--- src/logic/oq_defs.svh ---
`ifndef OQ_DEFS_SVH
`define OQ_DEFS_SVH

//////////////////////////////
// stream widths
//////////////////////////////

// payload word
`define OQ_DATA_W 32
// one keep bit per byte
`define OQ_KEEP_W 4

//////////////////////////////
// buffer and calendar sizing
//////////////////////////////

// words in the buffer, also calendar slots
`define OQ_BUF_DEPTH 32
`define OQ_ADDR_W 5

// calendar word, rank on top of tag or address
`define OQ_PIFO_W 16
// tag field sits where the buffer address goes
`define OQ_TAG_W `OQ_ADDR_W
// 11 bits of rank
`define OQ_RANK_W (`OQ_PIFO_W - `OQ_TAG_W)

`endif
--- src/logic/oq_pkg.sv ---
`include "oq_defs.svh"

package oq_pkg;

    //////////////////////////////
    // calendar word
    //////////////////////////////

    // view on the input and output streams
    typedef struct packed
    {
        logic [`OQ_RANK_W-1:0] rank;
        logic [`OQ_TAG_W-1:0]  tag;
    } pifo_tag_t;

    // view inside the calendar
    // low field points at the first word of the packet
    typedef struct packed
    {
        logic [`OQ_RANK_W-1:0] rank;
        logic [`OQ_ADDR_W-1:0] addr;
    } pifo_entry_t;

    // same 16 bits, decoded by whoever holds them
    typedef union packed
    {
        pifo_tag_t   tag_view;
        pifo_entry_t entry_view;
    } pifo_word_u;

endpackage

--- src/logic/output_queue.sv ---
`timescale 1ns/1ps
`include "oq_defs.svh"

module output_queue (
    input  logic                  axis_aclk,
    input  logic                  axis_resetn,
    // input stream, credit flow control
    input  logic [`OQ_DATA_W-1:0] s_axis_tdata,
    input  logic [`OQ_KEEP_W-1:0] s_axis_tkeep,
    input  logic                  s_axis_tlast,
    input  oq_pkg::pifo_word_u    s_axis_tpifo,
    input  logic                  s_axis_tvalid,
    // output stream
    input  logic                  m_axis_tready,
    output logic                  m_axis_tvalid,
    output logic [`OQ_DATA_W-1:0] m_axis_tdata,
    output logic [`OQ_KEEP_W-1:0] m_axis_tkeep,
    output logic                  m_axis_tlast,
    output oq_pkg::pifo_word_u    m_axis_tpifo,
    // one pulse per freed word
    output logic                  credit_return,
    output logic [`OQ_ADDR_W:0]   buffer_count
);

    //////////////////////////////
    // internal wires
    //////////////////////////////

    // buffer to calendar
    logic                  insert_en;
    oq_pkg::pifo_word_u    insert_word;
    // calendar to dequeue
    logic                  pop_en;
    logic                  cal_empty;
    oq_pkg::pifo_word_u    head_word;
    // dequeue reads from the buffer
    logic                  rd_en;
    logic [`OQ_ADDR_W-1:0] rd_addr;
    logic [`OQ_DATA_W-1:0] rd_data;
    logic [`OQ_KEEP_W-1:0] rd_keep;
    logic                  rd_last;
    oq_pkg::pifo_word_u    rd_tag;
    logic [`OQ_ADDR_W-1:0] rd_next;

    pkt_buffer u_pkt_buffer (
        .axis_aclk(axis_aclk), .axis_resetn(axis_resetn),
        .s_axis_tdata(s_axis_tdata), .s_axis_tkeep(s_axis_tkeep),
        .s_axis_tlast(s_axis_tlast), .s_axis_tpifo(s_axis_tpifo),
        .s_axis_tvalid(s_axis_tvalid),
        .rd_en(rd_en), .rd_addr(rd_addr),
        .rd_data(rd_data), .rd_keep(rd_keep), .rd_last(rd_last),
        .rd_tag(rd_tag), .rd_next(rd_next),
        .insert_en(insert_en), .insert_word(insert_word),
        .credit_return(credit_return), .buffer_count(buffer_count)
    );

    pifo_calendar u_pifo_calendar (
        .axis_aclk(axis_aclk), .axis_resetn(axis_resetn),
        .insert_en(insert_en), .insert_word(insert_word),
        .pop_en(pop_en), .head_word(head_word), .cal_empty(cal_empty)
    );

    dequeue_fsm u_dequeue_fsm (
        .axis_aclk(axis_aclk), .axis_resetn(axis_resetn),
        .cal_empty(cal_empty), .head_word(head_word),
        .rd_data(rd_data), .rd_keep(rd_keep), .rd_last(rd_last),
        .rd_tag(rd_tag), .rd_next(rd_next),
        .m_axis_tready(m_axis_tready),
        .pop_en(pop_en), .rd_en(rd_en), .rd_addr(rd_addr),
        .m_axis_tvalid(m_axis_tvalid), .m_axis_tdata(m_axis_tdata),
        .m_axis_tkeep(m_axis_tkeep), .m_axis_tlast(m_axis_tlast),
        .m_axis_tpifo(m_axis_tpifo)
    );

endmodule

--- src/logic/dequeue_fsm.sv ---
`timescale 1ns/1ps
`include "oq_defs.svh"

module dequeue_fsm (
    input  logic                  axis_aclk,
    input  logic                  axis_resetn,
    input  logic                  cal_empty,
    input  oq_pkg::pifo_word_u    head_word,
    input  logic [`OQ_DATA_W-1:0] rd_data,
    input  logic [`OQ_KEEP_W-1:0] rd_keep,
    input  logic                  rd_last,
    input  oq_pkg::pifo_word_u    rd_tag,
    input  logic [`OQ_ADDR_W-1:0] rd_next,
    input  logic                  m_axis_tready,
    output logic                  pop_en,
    output logic                  rd_en,
    output logic [`OQ_ADDR_W-1:0] rd_addr,
    output logic                  m_axis_tvalid,
    output logic [`OQ_DATA_W-1:0] m_axis_tdata,
    output logic [`OQ_KEEP_W-1:0] m_axis_tkeep,
    output logic                  m_axis_tlast,
    output oq_pkg::pifo_word_u    m_axis_tpifo
);
    import oq_pkg::*;

    localparam logic [1:0] IDLE  = 2'd0;
    localparam logic [1:0] POP   = 2'd1;
    localparam logic [1:0] READ  = 2'd2;
    localparam logic [1:0] DRAIN = 2'd3;

    logic [1:0]            state;
    logic [1:0]            state_next;
    // first word of the popped packet
    logic [`OQ_ADDR_W-1:0] sop_q;
    // buffer read regs hold a word not yet taken
    logic                  ret_valid;
    logic                  load;
    logic                  accept;

    assign accept = m_axis_tvalid && m_axis_tready;
    // staged word moves into a free or emptying output reg
    assign load   = ret_valid && (!m_axis_tvalid || m_axis_tready);

    //////////////////////////////
    // next state
    //////////////////////////////

    always_comb
    begin
        state_next = state;
        pop_en     = 1'b0;
        rd_en      = 1'b0;
        rd_addr    = rd_next;
        case (state)
            IDLE:
            begin
                if (m_axis_tready && !cal_empty)
                begin
                    pop_en     = 1'b1;
                    state_next = POP;
                end
            end
            POP:
            begin
                // first read of the packet
                rd_en      = 1'b1;
                rd_addr    = sop_q;
                state_next = READ;
            end
            READ:
            begin
                // refill the read regs as the staged word leaves
                if (load)
                begin
                    if (rd_last)
                    begin
                        state_next = DRAIN;
                    end
                    else
                    begin
                        rd_en = 1'b1;
                    end
                end
            end
            DRAIN:
            begin
                if (accept && m_axis_tlast)
                begin
                    state_next = IDLE;
                end
            end
            default:
            begin
                state_next = IDLE;
            end
        endcase
    end

    //////////////////////////////
    // control regs
    //////////////////////////////

    always_ff @(posedge axis_aclk)
    begin
        if (!axis_resetn)
        begin
            state         <= IDLE;
            ret_valid     <= 1'b0;
            m_axis_tvalid <= 1'b0;
        end
        else
        begin
            state <= state_next;
            if (rd_en)
            begin
                ret_valid <= 1'b1;
            end
            else if (load)
            begin
                ret_valid <= 1'b0;
            end
            if (load)
            begin
                m_axis_tvalid <= 1'b1;
            end
            else if (m_axis_tready)
            begin
                m_axis_tvalid <= 1'b0;
            end
        end
    end

    // output word, held while tready is low
    always_ff @(posedge axis_aclk)
    begin
        if (pop_en)
        begin
            sop_q <= head_word.entry_view.addr;
        end
        if (load)
        begin
            m_axis_tdata <= rd_data;
            m_axis_tkeep <= rd_keep;
            m_axis_tlast <= rd_last;
            m_axis_tpifo <= rd_tag;
        end
    end

endmodule

--- src/logic/pifo_calendar.sv ---
`timescale 1ns/1ps
`include "oq_defs.svh"

module pifo_calendar (
    input  logic               axis_aclk,
    input  logic               axis_resetn,
    input  logic               insert_en,
    input  oq_pkg::pifo_word_u insert_word,
    input  logic               pop_en,
    output oq_pkg::pifo_word_u head_word,
    output logic               cal_empty
);
    import oq_pkg::*;

    // slot 0 is the head, valid slots packed at the front
    pifo_word_u               entry      [`OQ_BUF_DEPTH];
    logic [`OQ_BUF_DEPTH-1:0] valid;

    // array after the pop, before the insert
    pifo_word_u               base       [`OQ_BUF_DEPTH];
    logic [`OQ_BUF_DEPTH-1:0] base_valid;

    pifo_word_u               entry_next [`OQ_BUF_DEPTH];
    logic [`OQ_BUF_DEPTH-1:0] valid_next;

    // slots that stay ahead of the new entry
    logic [`OQ_BUF_DEPTH-1:0] rank_le;
    int                       ins_pos;

    //////////////////////////////
    // insert position
    //////////////////////////////

    // equal rank counts as ahead, so ties leave in arrival order
    always_comb
    begin
        for (int i = 0; i < `OQ_BUF_DEPTH; i++)
        begin
            rank_le[i] = valid[i] &&
                         (entry[i].entry_view.rank <= insert_word.entry_view.rank);
        end
    end

    // rank_le is a prefix, first clear bit is the slot
    always_comb
    begin
        ins_pos = `OQ_BUF_DEPTH;
        for (int i = `OQ_BUF_DEPTH - 1; i >= 0; i--)
        begin
            if (!rank_le[i])
            begin
                ins_pos = i;
            end
        end
        // a pop moves everything one slot toward the head
        if (pop_en && ins_pos != 0)
        begin
            ins_pos = ins_pos - 1;
        end
    end

    //////////////////////////////
    // shift network
    //////////////////////////////

    always_comb
    begin
        for (int i = 0; i < `OQ_BUF_DEPTH; i++)
        begin
            if (pop_en && i < `OQ_BUF_DEPTH - 1)
            begin
                base[i]       = entry[i + 1];
                base_valid[i] = valid[i + 1];
            end
            else
            begin
                base[i]       = entry[i];
                base_valid[i] = valid[i] && !pop_en;
            end
        end

        for (int i = 0; i < `OQ_BUF_DEPTH; i++)
        begin
            if (!insert_en || i < ins_pos)
            begin
                entry_next[i] = base[i];
                valid_next[i] = base_valid[i];
            end
            else if (i == ins_pos)
            begin
                entry_next[i] = insert_word;
                valid_next[i] = 1'b1;
            end
            else if (i > 0)
            begin
                // open the gap behind the new entry
                entry_next[i] = base[i - 1];
                valid_next[i] = base_valid[i - 1];
            end
            else
            begin
                entry_next[i] = base[i];
                valid_next[i] = base_valid[i];
            end
        end
    end

    always_ff @(posedge axis_aclk)
    begin
        if (!axis_resetn)
        begin
            valid <= '0;
        end
        else
        begin
            valid <= valid_next;
        end
    end

    always_ff @(posedge axis_aclk)
    begin
        entry <= entry_next;
    end

    assign head_word = entry[0];
    assign cal_empty = !valid[0];

endmodule

--- src/logic/pkt_buffer.sv ---
`timescale 1ns/1ps
`include "oq_defs.svh"

module pkt_buffer (
    input  logic                  axis_aclk,
    input  logic                  axis_resetn,
    input  logic [`OQ_DATA_W-1:0] s_axis_tdata,
    input  logic [`OQ_KEEP_W-1:0] s_axis_tkeep,
    input  logic                  s_axis_tlast,
    input  oq_pkg::pifo_word_u    s_axis_tpifo,
    input  logic                  s_axis_tvalid,
    input  logic                  rd_en,
    input  logic [`OQ_ADDR_W-1:0] rd_addr,
    output logic [`OQ_DATA_W-1:0] rd_data,
    output logic [`OQ_KEEP_W-1:0] rd_keep,
    output logic                  rd_last,
    output oq_pkg::pifo_word_u    rd_tag,
    output logic [`OQ_ADDR_W-1:0] rd_next,
    output logic                  insert_en,
    output oq_pkg::pifo_word_u    insert_word,
    output logic                  credit_return,
    output logic [`OQ_ADDR_W:0]   buffer_count
);
    import oq_pkg::*;

    localparam logic [`OQ_ADDR_W:0] FULL_CNT = `OQ_BUF_DEPTH;

    // word storage plus one next pointer per word
    logic [`OQ_DATA_W-1:0] mem_data [`OQ_BUF_DEPTH];
    logic [`OQ_KEEP_W-1:0] mem_keep [`OQ_BUF_DEPTH];
    logic                  mem_last [`OQ_BUF_DEPTH];
    pifo_word_u            mem_tag  [`OQ_BUF_DEPTH];
    logic [`OQ_ADDR_W-1:0] link     [`OQ_BUF_DEPTH];

    // free list ends
    logic [`OQ_ADDR_W-1:0] fl_head;
    logic [`OQ_ADDR_W-1:0] fl_tail;
    logic [`OQ_ADDR_W-1:0] free_addr;
    logic                  list_drained;

    // current packet on the input
    logic                  in_pkt;
    logic                  first_word;
    logic [`OQ_ADDR_W-1:0] sop_q;
    logic [`OQ_ADDR_W-1:0] prev_q;
    pifo_word_u            tag_q;
    logic [`OQ_ADDR_W-1:0] sop_addr;
    pifo_word_u            cur_tag;

    assign first_word = s_axis_tvalid && !in_pkt;
    assign sop_addr   = first_word ? fl_head : sop_q;
    // tpifo only counts on the first word
    assign cur_tag    = first_word ? s_axis_tpifo : tag_q;

    //////////////////////////////
    // calendar insert
    //////////////////////////////

    assign insert_en = s_axis_tvalid && s_axis_tlast;

    // tag view in, entry view out
    always_comb
    begin
        insert_word.entry_view.rank = cur_tag.tag_view.rank;
        insert_word.entry_view.addr = sop_addr;
    end

    //////////////////////////////
    // free list
    //////////////////////////////

    // no free word left once this cycle's write lands
    assign list_drained = (buffer_count == FULL_CNT) ||
                          (s_axis_tvalid && buffer_count == FULL_CNT - 1'b1);

    always_ff @(posedge axis_aclk)
    begin
        if (!axis_resetn)
        begin
            // every word chained behind the next one
            for (int i = 0; i < `OQ_BUF_DEPTH; i++)
            begin
                link[i] <= `OQ_ADDR_W'(i + 1);
            end
            fl_head <= '0;
            fl_tail <= `OQ_ADDR_W'(`OQ_BUF_DEPTH - 1);
        end
        else
        begin
            if (s_axis_tvalid)
            begin
                fl_head <= link[fl_head];
                // chain onto the previous word of this packet
                if (!first_word)
                begin
                    link[prev_q] <= fl_head;
                end
            end
            // word read last cycle goes back on the tail
            if (credit_return)
            begin
                if (list_drained)
                begin
                    fl_head <= free_addr;
                end
                else
                begin
                    link[fl_tail] <= free_addr;
                end
                fl_tail <= free_addr;
            end
        end
    end

    //////////////////////////////
    // control and occupancy
    //////////////////////////////

    always_ff @(posedge axis_aclk)
    begin
        if (!axis_resetn)
        begin
            in_pkt        <= 1'b0;
            credit_return <= 1'b0;
            buffer_count  <= '0;
        end
        else
        begin
            if (s_axis_tvalid)
            begin
                in_pkt <= !s_axis_tlast;
            end
            credit_return <= rd_en;
            // count drops in the cycle after the credit pulse
            case ({s_axis_tvalid, credit_return})
                2'b10:   buffer_count <= buffer_count + 1'b1;
                2'b01:   buffer_count <= buffer_count - 1'b1;
                default: buffer_count <= buffer_count;
            endcase
        end
    end

    // packet bookkeeping and the address to free
    always_ff @(posedge axis_aclk)
    begin
        if (s_axis_tvalid)
        begin
            prev_q <= fl_head;
        end
        if (first_word)
        begin
            sop_q <= fl_head;
            tag_q <= s_axis_tpifo;
        end
        if (rd_en)
        begin
            free_addr <= rd_addr;
        end
    end

    //////////////////////////////
    // word memory
    //////////////////////////////

    always_ff @(posedge axis_aclk)
    begin
        if (s_axis_tvalid)
        begin
            mem_data[fl_head] <= s_axis_tdata;
            mem_keep[fl_head] <= s_axis_tkeep;
            mem_last[fl_head] <= s_axis_tlast;
            mem_tag[fl_head]  <= cur_tag;
        end
        // read regs hold until the next read
        if (rd_en)
        begin
            rd_data <= mem_data[rd_addr];
            rd_keep <= mem_keep[rd_addr];
            rd_last <= mem_last[rd_addr];
            rd_tag  <= mem_tag[rd_addr];
            rd_next <= link[rd_addr];
        end
    end

endmodule

--- config.mk ---
export PLATFORM = sky130hd
export DESIGN_NAME = output_queue
export DESIGN_NICKNAME = d
export VERILOG_FILES = /design/src/logic/oq_pkg.sv /design/src/logic/output_queue.sv /design/src/logic/dequeue_fsm.sv /design/src/logic/pifo_calendar.sv /design/src/logic/pkt_buffer.sv
export VERILOG_INCLUDE_DIRS = /design/src /design/src/logic
export SDC_FILE = /design/constraint.sdc
export NUM_CORES = 2
export LEC_CHECK = 0
export ABC_CLOCK_PERIOD_IN_PS = 18490
export BUFFER_PORTS_ARGS = -buffer_cell sky130_fd_sc_hd__buf_2
export CELL_PAD_IN_SITES_DETAIL_PLACEMENT = 0
export CELL_PAD_IN_SITES_GLOBAL_PLACEMENT = 1
export CORE_MARGIN = 2
export CORE_UTILIZATION = 47
export CTS_CLUSTER_SIZE = 25
export DETAILED_ROUTE_END_ITERATION = 10
export PLACE_DENSITY = 0.78
export SYNTH_ARGS = -nofsm -noshare
export SYNTH_HDL_FRONTEND = slang
export SYNTH_SLANG_ARGS = --single-unit
--- constraint.sdc ---
create_clock -name axis_aclk -period 18.49 [get_ports axis_aclk]
set_input_delay 3.698 -clock axis_aclk [delete_from_list [all_inputs] [get_ports axis_aclk]]
set_output_delay 3.698 -clock axis_aclk [all_outputs]
set_load 0.005 [all_outputs]
; ---- Yosys cells after proc, flatten, opt, wreduce, memory -nomap -nowiden
; Memories as Yosys holds them, arrays and structs flattened. A register that Yosys moved wholly into a read port is not among the register bits.
; Cells that the tools add are included.
[word_totals]
register_bits = 655
ramBits = 1856
in_bits = 57
output_inout_bits = 61
elab_cells = 545
mem_count = 5
[op_classes]
add_sub_neg = 3
magnitude_cmp = 64
n_eq_ne = 42
n_mux = 261
reduce_logical = 120
[memory_table]
columns = memory, words, width, read_ports, rd_ports_with_merged_regs, write_ports, line_no
row1 = u_pkt_buffer.mem_data, 32, 32, 1, 1, 1, pkt_buffer.sv:29  ; logic [`OQ_DATA_W-1:0] mem_data [`OQ_BUF_DEPTH];
row2 = u_pkt_buffer.mem_tag, 32, 16, 1, 1, 1, pkt_buffer.sv:32  ; pifo_word_u mem_tag [`OQ_BUF_DEPTH];
row3 = u_pkt_buffer.link, 32, 5, 2, 2, 32, pkt_buffer.sv:33  ; logic [`OQ_ADDR_W-1:0] link [`OQ_BUF_DEPTH];
row4 = u_pkt_buffer.mem_keep, 32, 4, 1, 1, 1, pkt_buffer.sv:30  ; logic [`OQ_KEEP_W-1:0] mem_keep [`OQ_BUF_DEPTH];
row5 = u_pkt_buffer.mem_last, 32, 1, 1, 1, 1, pkt_buffer.sv:31  ; logic mem_last [`OQ_BUF_DEPTH];
[op_table]
columns = cell, count
row1 = 16-bit 2-to-1 mux, 95
row2 = 32-bit 2-to-1 mux, 32
row3 = "6-bit by 32-bit equality test with 1-bit output, first input constant", 16
row4 = "6-bit by 32-bit less-than comparator with 1-bit output, first input constant", 16
row5 = 11-bit <= comparator, 32
row6 = "5-bit by 32-bit equality test with 1-bit output, first input constant", 8
row7 = "5-bit by 32-bit less-than comparator with 1-bit output, first input constant", 8
row8 = "4-bit by 32-bit equality test with 1-bit output, first input constant", 4
row9 = "4-bit by 32-bit less-than comparator with 1-bit output, first input constant", 4
row10 = 1-bit 2-to-1 mux, 116
row11 = 1-bit logical AND, 72
row12 = "3-bit by 32-bit equality test with 1-bit output, first input constant", 2
row13 = "3-bit by 32-bit less-than comparator with 1-bit output, first input constant", 2
row14 = 5-bit 2-to-1 mux, 10
row15 = 1-bit logical OR, 34
row16 = "2-bit by 32-bit equality test with 1-bit output, first input constant", 1
row17 = 32-bit zero test, 1
row18 = "1-bit by 32-bit less-than comparator with 1-bit output, first input constant", 1
row19 = "2-bit by 32-bit less-than comparator with 1-bit output, first input constant", 1
row20 = 32-bit nonzero test, 1
row21 = "32-bit by 2-bit subtractor with 32-bit output, second input constant", 1
row22 = 6-bit case mux with 2 select lines, 1
row23 = 5-bit OR reduction, 2
row24 = 2-bit 2-to-1 mux, 4
row25 = 15 further kinds, 26

; ---- Logic depth before layout (Yosys ltp)
[depth]
depth_word = 43
mapped_depth = 31
ltp_nobuf = 23

; ---- Hierarchy
; From an unflattened synthesis, not the netlist that was laid out.
[unflattened]
cells_unflattened = 7719
area_unflattened_um2 = 117975.6
[modules_own_cells]
columns = mod, instances, cells_each, area_each_um2, seq_area_each_um2
row1 = pkt_buffer, 1, 3589, 78258.8, 58556.2
row2 = pifo_calendar, 1, 4035, 37626.1, 11050.6
row3 = dequeue_fsm, 1, 95, 2090.8, 1821.7

; ---- Worst setup path before layout
; OpenSTA, ideal clock, no wires.
[synth_timing]
path_type = input -> register
start = input port s_axis_tvalid
end = register u_pifo_calendar.entry[278] in the netlist's numbering
arrival_time_ps = 10891
path_slack_ps = 7527
cell_stages = 27
n_path_buf = 7
cell_sequence = nand2b_1 buf_2 buf_1 mux2i_1 clkbuf_1 ha_1 nand3_1 a21oi_1 or4b_2 o41ai_2 nand3_1 o41a_1 a41oi_1 nand3b_1 and2_1 buf_2 ha_1 a21oi_1 or4b_1 and4_1 buf_6 a21o_1 buf_4 nor3_2 buf_2 mux2_2 mux2i_1
[synth_lines]
columns = item, line_no
row1 = "start, declared", output_queue.sv:12  ; input logic s_axis_tvalid,
row2 = "end signal, assigned", pifo_calendar.sv:122  ; entry <= entry_next;
row3 = "end, declared", pifo_calendar.sv:16  ; pifo_word_u entry [`OQ_BUF_DEPTH];

==> Flow_metrics.wiki <==
{| class="wikitable"
! Metric !! Value
|-
| Bufs on Longest Clock Path || 4
|-
| Most frequent standard cell in the layout excluding fill and tap cells || nand2_1
|-
| CTS clock-pin slew for the worst setup and hold paths || 0.06 ns
|-
| Die width || about 510 µm
|-
| Time the worst path needs with I/O delays and setup || 12.30 ns
|-
| Avg Inst Size Synth || between 10 and 15 µm²
|-
| Mux contribution to synthesized area || 0.125
|-
| Class of the tightest hold or removal check || register to register
|-
| Total number of clock tree sinks || 2569
|-
| Number of detailed-route iterations in the first pass || 6
|-
| # resized after CTS || 0
|-
| RD Place Congestion || 0.890
|-
| Via count of the first global-routing pass || roughly 83000
|-
| Pwr/cell area || between 100 and 150 nW/µm²
|-
| DIE AREA || 262000 µm²
|-
| Area fraction in compound gates after synthesis || 0.0709
|-
| Count of distinct cell types in the synthesized netlist || 116
|-
| Fraction of synthesized cell area in xor and xnor cells || 0.00210
|-
| Number of nets with antenna violations after detailed routing || 0
|-
| Register bit count reported by yosys || 2569
|-
| Max-cap violations || 0
|-
| Site row count || approximately 190
|-
| Number of nets in the finished design || 10694
|-
| Detailed Route WL || around 360 mm
|-
| Number of antenna violations at the first check in global routing || 17
|-
| Clock tree from TritonCTS || done
|-
| Layout cell share with drive strength beyond 1 || 0.127
|-
| Synthesized net count || 10832
|-
| Max-slew headroom at the worst pin || 0.0750
|-
| Clk_skew || 0.0898 ns
|-
| Detail Placement HPWL || 206 mm
|-
| Core Region || around 260000 µm²
|-
| Post-synthesis cell area || 121000 µm²
|-
| Period utilization || 0.665
|-
| Total number of yosys warnings || 0
|-
| Crit Path Category || primary input to register
|-
| Outcome || complete, no violations
|-
| Sum of overflow across all layers after global routing || 0
|-
| Effective utilization at floorplan || 0.472
|-
| Initial DRC Count || 8736
|-
| Final-layout fill cell count || 21708
|-
| Arrival @ worst endpoint || 13.13 ns
|-
| Overall routing resource usage || 0.267
|-
| R2R cell count || 25
|-
| Cell Area, Placed || 125000 µm²
|-
| Endpoint kind of the worst setup timing path || register
|-
| Area added between synthesis and finish || 11.0%
|-
| Leakage power total || roughly 50 nW
|-
| Number of setup buffers added after CTS || 0
|-
| Final standard cell area without fillers || 134000 µm²
|-
| Vias || 85141
|-
| Sequential fraction of the synthesis area || 0.589
|-
| Global-route wire length before repair || 536 mm
|-
| Setup TNS || 0 ns
|-
| RSZ-0062 raised after global routing || no
|-
| Design Power || 18.2 mW
|-
| Peak Freq || between 80 and 90 MHz
|-
| Library cell contributing the largest single delay on the critical path || nor2b_2
|-
| Critical path's largest stage delay || 0.93 ns
|-
| Post-synthesis share of cell area spent on and, or, nand and nor gates || 0.149
|-
| Io pins || 118
|-
| Instance count on the critical path || 26
|-
| Most repeated library cell on the critical path || buf_4
|-
| Number of buffer and inverter instances along the worst setup path || 7
|-
| DRC || 0
|-
| Pin count of the biggest net entering global routing || 162
|-
| Routed wirelength normalized by instance count || between 20 and 30 µm
|-
| Setup crit start kind || primary input
|-
| Clock root buffer || clkbuf_16
|-
| Maximum net fanout on the critical path || between 40 and 50
|-
| Syn Inst Count || around 10000
|-
| Count of pins over their slew limit || 0
|-
| Quantity of I/O buffers inserted on ports || 117
|-
| Worst-case vdd ir drop || 104 µV
|-
| Via density || 6.12
|-
| Share of synthesized registers carrying an async set or reset || 0
|-
| Final Hold Fails || 0
|-
| Clock buffer count from CTS || between 200 and 300
|-
| Number of H-tree levels || 5
|-
| Insertion delay of the later-clocked pin in the worst-skew pair || 0.95 ns
|-
| Leading cell types in the layout, fill and taps excluded || nand2_1 (2110), edfxtp_1 (1998), nand3_1 (1115), mux2i_1 (910), dfxtp_1 (566)
|-
| EDFF count, synth || between 1500 and 2000
|-
| Final Core Density || 0.524
|-
| Largest family of logic cells by synthesized area || simple AND/OR/NAND/NOR gates
|-
| Post-CTS Hold Fix Bufs || 0
|-
| Endpoint required time on the critical path || 19.32 ns
|-
| Worst hold stages || 0
|-
| CP top delay family || simple AND/OR/NAND/NOR gates
|-
| Final setup violating endpoints || 0
|-
| Die height || 512 µm
|-
| Slew at the pin closest to its max-slew limit || around 1.4 ns
|-
| Synth Area in Adders || 0.0350
|-
| Dominant synthesized flop cell || edfxtp_1
|}
flip-flops by register name, summed over array words and instances (netlist names), 32 cells and up:
register and count:
u_pkt_buffer.mem_last 32, u_pkt_buffer.rd_data 32, u_pkt_buffer.mem_keep 128, u_pkt_buffer.link 160, u_pifo_calendar.valid 32, u_dequeue_fsm.m_axis_tdata 32, u_pkt_buffer.mem_data 1024, u_pifo_calendar.entry 480
u_pkt_buffer.mem_tag 512
where the power goes:
part	leakage (nW)	internal [mW]	switching [mW]
sequential	22.7	6.91	0.510
combinational	24.2	1.94	3.29
clock	4.46	3.30	2.30
total	51.3	12.2	6.09
cell families (layout without fill, tap and decap cells):
kind of cell / Yosys count / in the layout
adders and majority gates: 340 / 340
other: 0 / 12
and+or+nand+nor: 4052 / 4052
AOI/OAI and AO/OA: 1196 / 1196
muxes: 1405 / 1405
xor gates and xnor gates: 29 / 29
buffers and inverters: 854 / 924
DFF: 2569 / 2569
final timing paths:
check / slack [ns] / from / endpoint
max: 6.19 / s_axis_tvalid / u_pifo_calendar.entry[332]$_DFF_P_
min: 0.40 / u_pkt_buffer.rd_data[31]$_DFFE_PP_ / u_dequeue_fsm.m_axis_tdata[31]$_DFFE_PP_
max reg2reg: 8.70 / u_pkt_buffer.in_pkt$_SDFFE_PN0P_ / u_pifo_calendar.entry[332]$_DFF_P_
min reg2reg: 0.40 / u_pkt_buffer.rd_data[31]$_DFFE_PP_ / u_dequeue_fsm.m_axis_tdata[31]$_DFFE_PP_
per-stage QoR:
step,hold slack [ns],std cells,setup WS [ns]
2_1_floorplan,0.400,10445,7.53
3_3_place_gp,0.400,13393,5.40
3_5_place_dp,0.406,13393,5.34
4_1_cts,0.404,13899,6.28
5_1_grt,0.417,13907,5.79
6_report,0.403,13911,6.19
cells in the mapped netlist (all sizes together), types with 6 or more instances:
library cell | n | area (µm²)
nand3 | 1116 | 5590
a21o | 110 | 833
xnor2 | 26 | 228
o41ai | 6 | 75.1
nand2 | 2112 | 7930
mux4 | 42 | 946
mux2 | 433 | 4910
maj3 | 10 | 101
nand2b | 23 | 144
a21oi | 257 | 1300
or2 | 11 | 71.3
nor2b | 58 | 363
dfxtp | 571 | 11400
a31oi | 127 | 795
a211oi | 24 | 190
a311oi | 298 | 2610
a2bb2oi | 19 | 166
o211a | 6 | 60.1
buf | 154 | 782
and4 | 9 | 78.8
o221ai | 6 | 52.6
nand4 | 41 | 275
or3 | 16 | 100
ha | 329 | 4120
and2 | 20 | 128
a21boi | 9 | 67.6
and3 | 182 | 1140
edfxtp | 1998 | 60000
clkbuf | 596 | 2240
nor2 | 349 | 1310
a211o | 9 | 78.8
o21bai | 9 | 67.6
nor3 | 48 | 310
o211ai | 31 | 238
mux2i | 930 | 9310
nand3b | 20 | 150
o32ai | 20 | 183
o21ai | 144 | 762
o31ai | 17 | 141
a2111oi | 6 | 58.8
inv | 101 | 382
nor4 | 19 | 234
a221oi | 38 | 333
metal layers:
metal / wire length (µm) / part of all wire / global-route usage
met2: 175000 / 0.48 / 0.448
met3: 25300 / 0.070 / 0.0368
met4: 12900 / 0.036 / 0.0985
met1: 148000 / 0.41 / 0.352
met5: 36 / 0.00010 / 0
worst register-to-register path: stages (launching register included):
cell and delay [ns]:
dfxtp_1 0.31, buf_4 0.26, nand2b_2 0.65, buf_4 0.47, mux2i_4 0.28, buf_4 0.41
buf_4 0.45, ha_1 0.36, a21oi_1 0.14, nor2b_1 0.06, or4b_2 0.61, a32oi_1 0.39
nand2_1 0.15, or2_1 0.27, or3_1 0.34, o2111ai_2 0.26, nand2_1 0.13, ha_1 0.28
nor3_1 0.58, nand2_1 0.73, o21ai_4 0.21, buf_4 0.56, o31a_1 0.24, buf_4 0.30
nor2b_2 0.94, mux2i_1 0.32
cell type report:
class	instances	area, µm²	area share
repair buffers	314	2200	0.0164
multi-input cells	7022	47000	0.350
clock inverters	116	1100	0.00821
flip-flops and latches	2569	71400	0.531
well taps	3384	4230	0.0315
clock buffers	390	8020	0.0596
diodes	12	30.0	0.000223
inverters	104	415	0.00309
No activity file was read; power rests on OpenSTA's default activity.
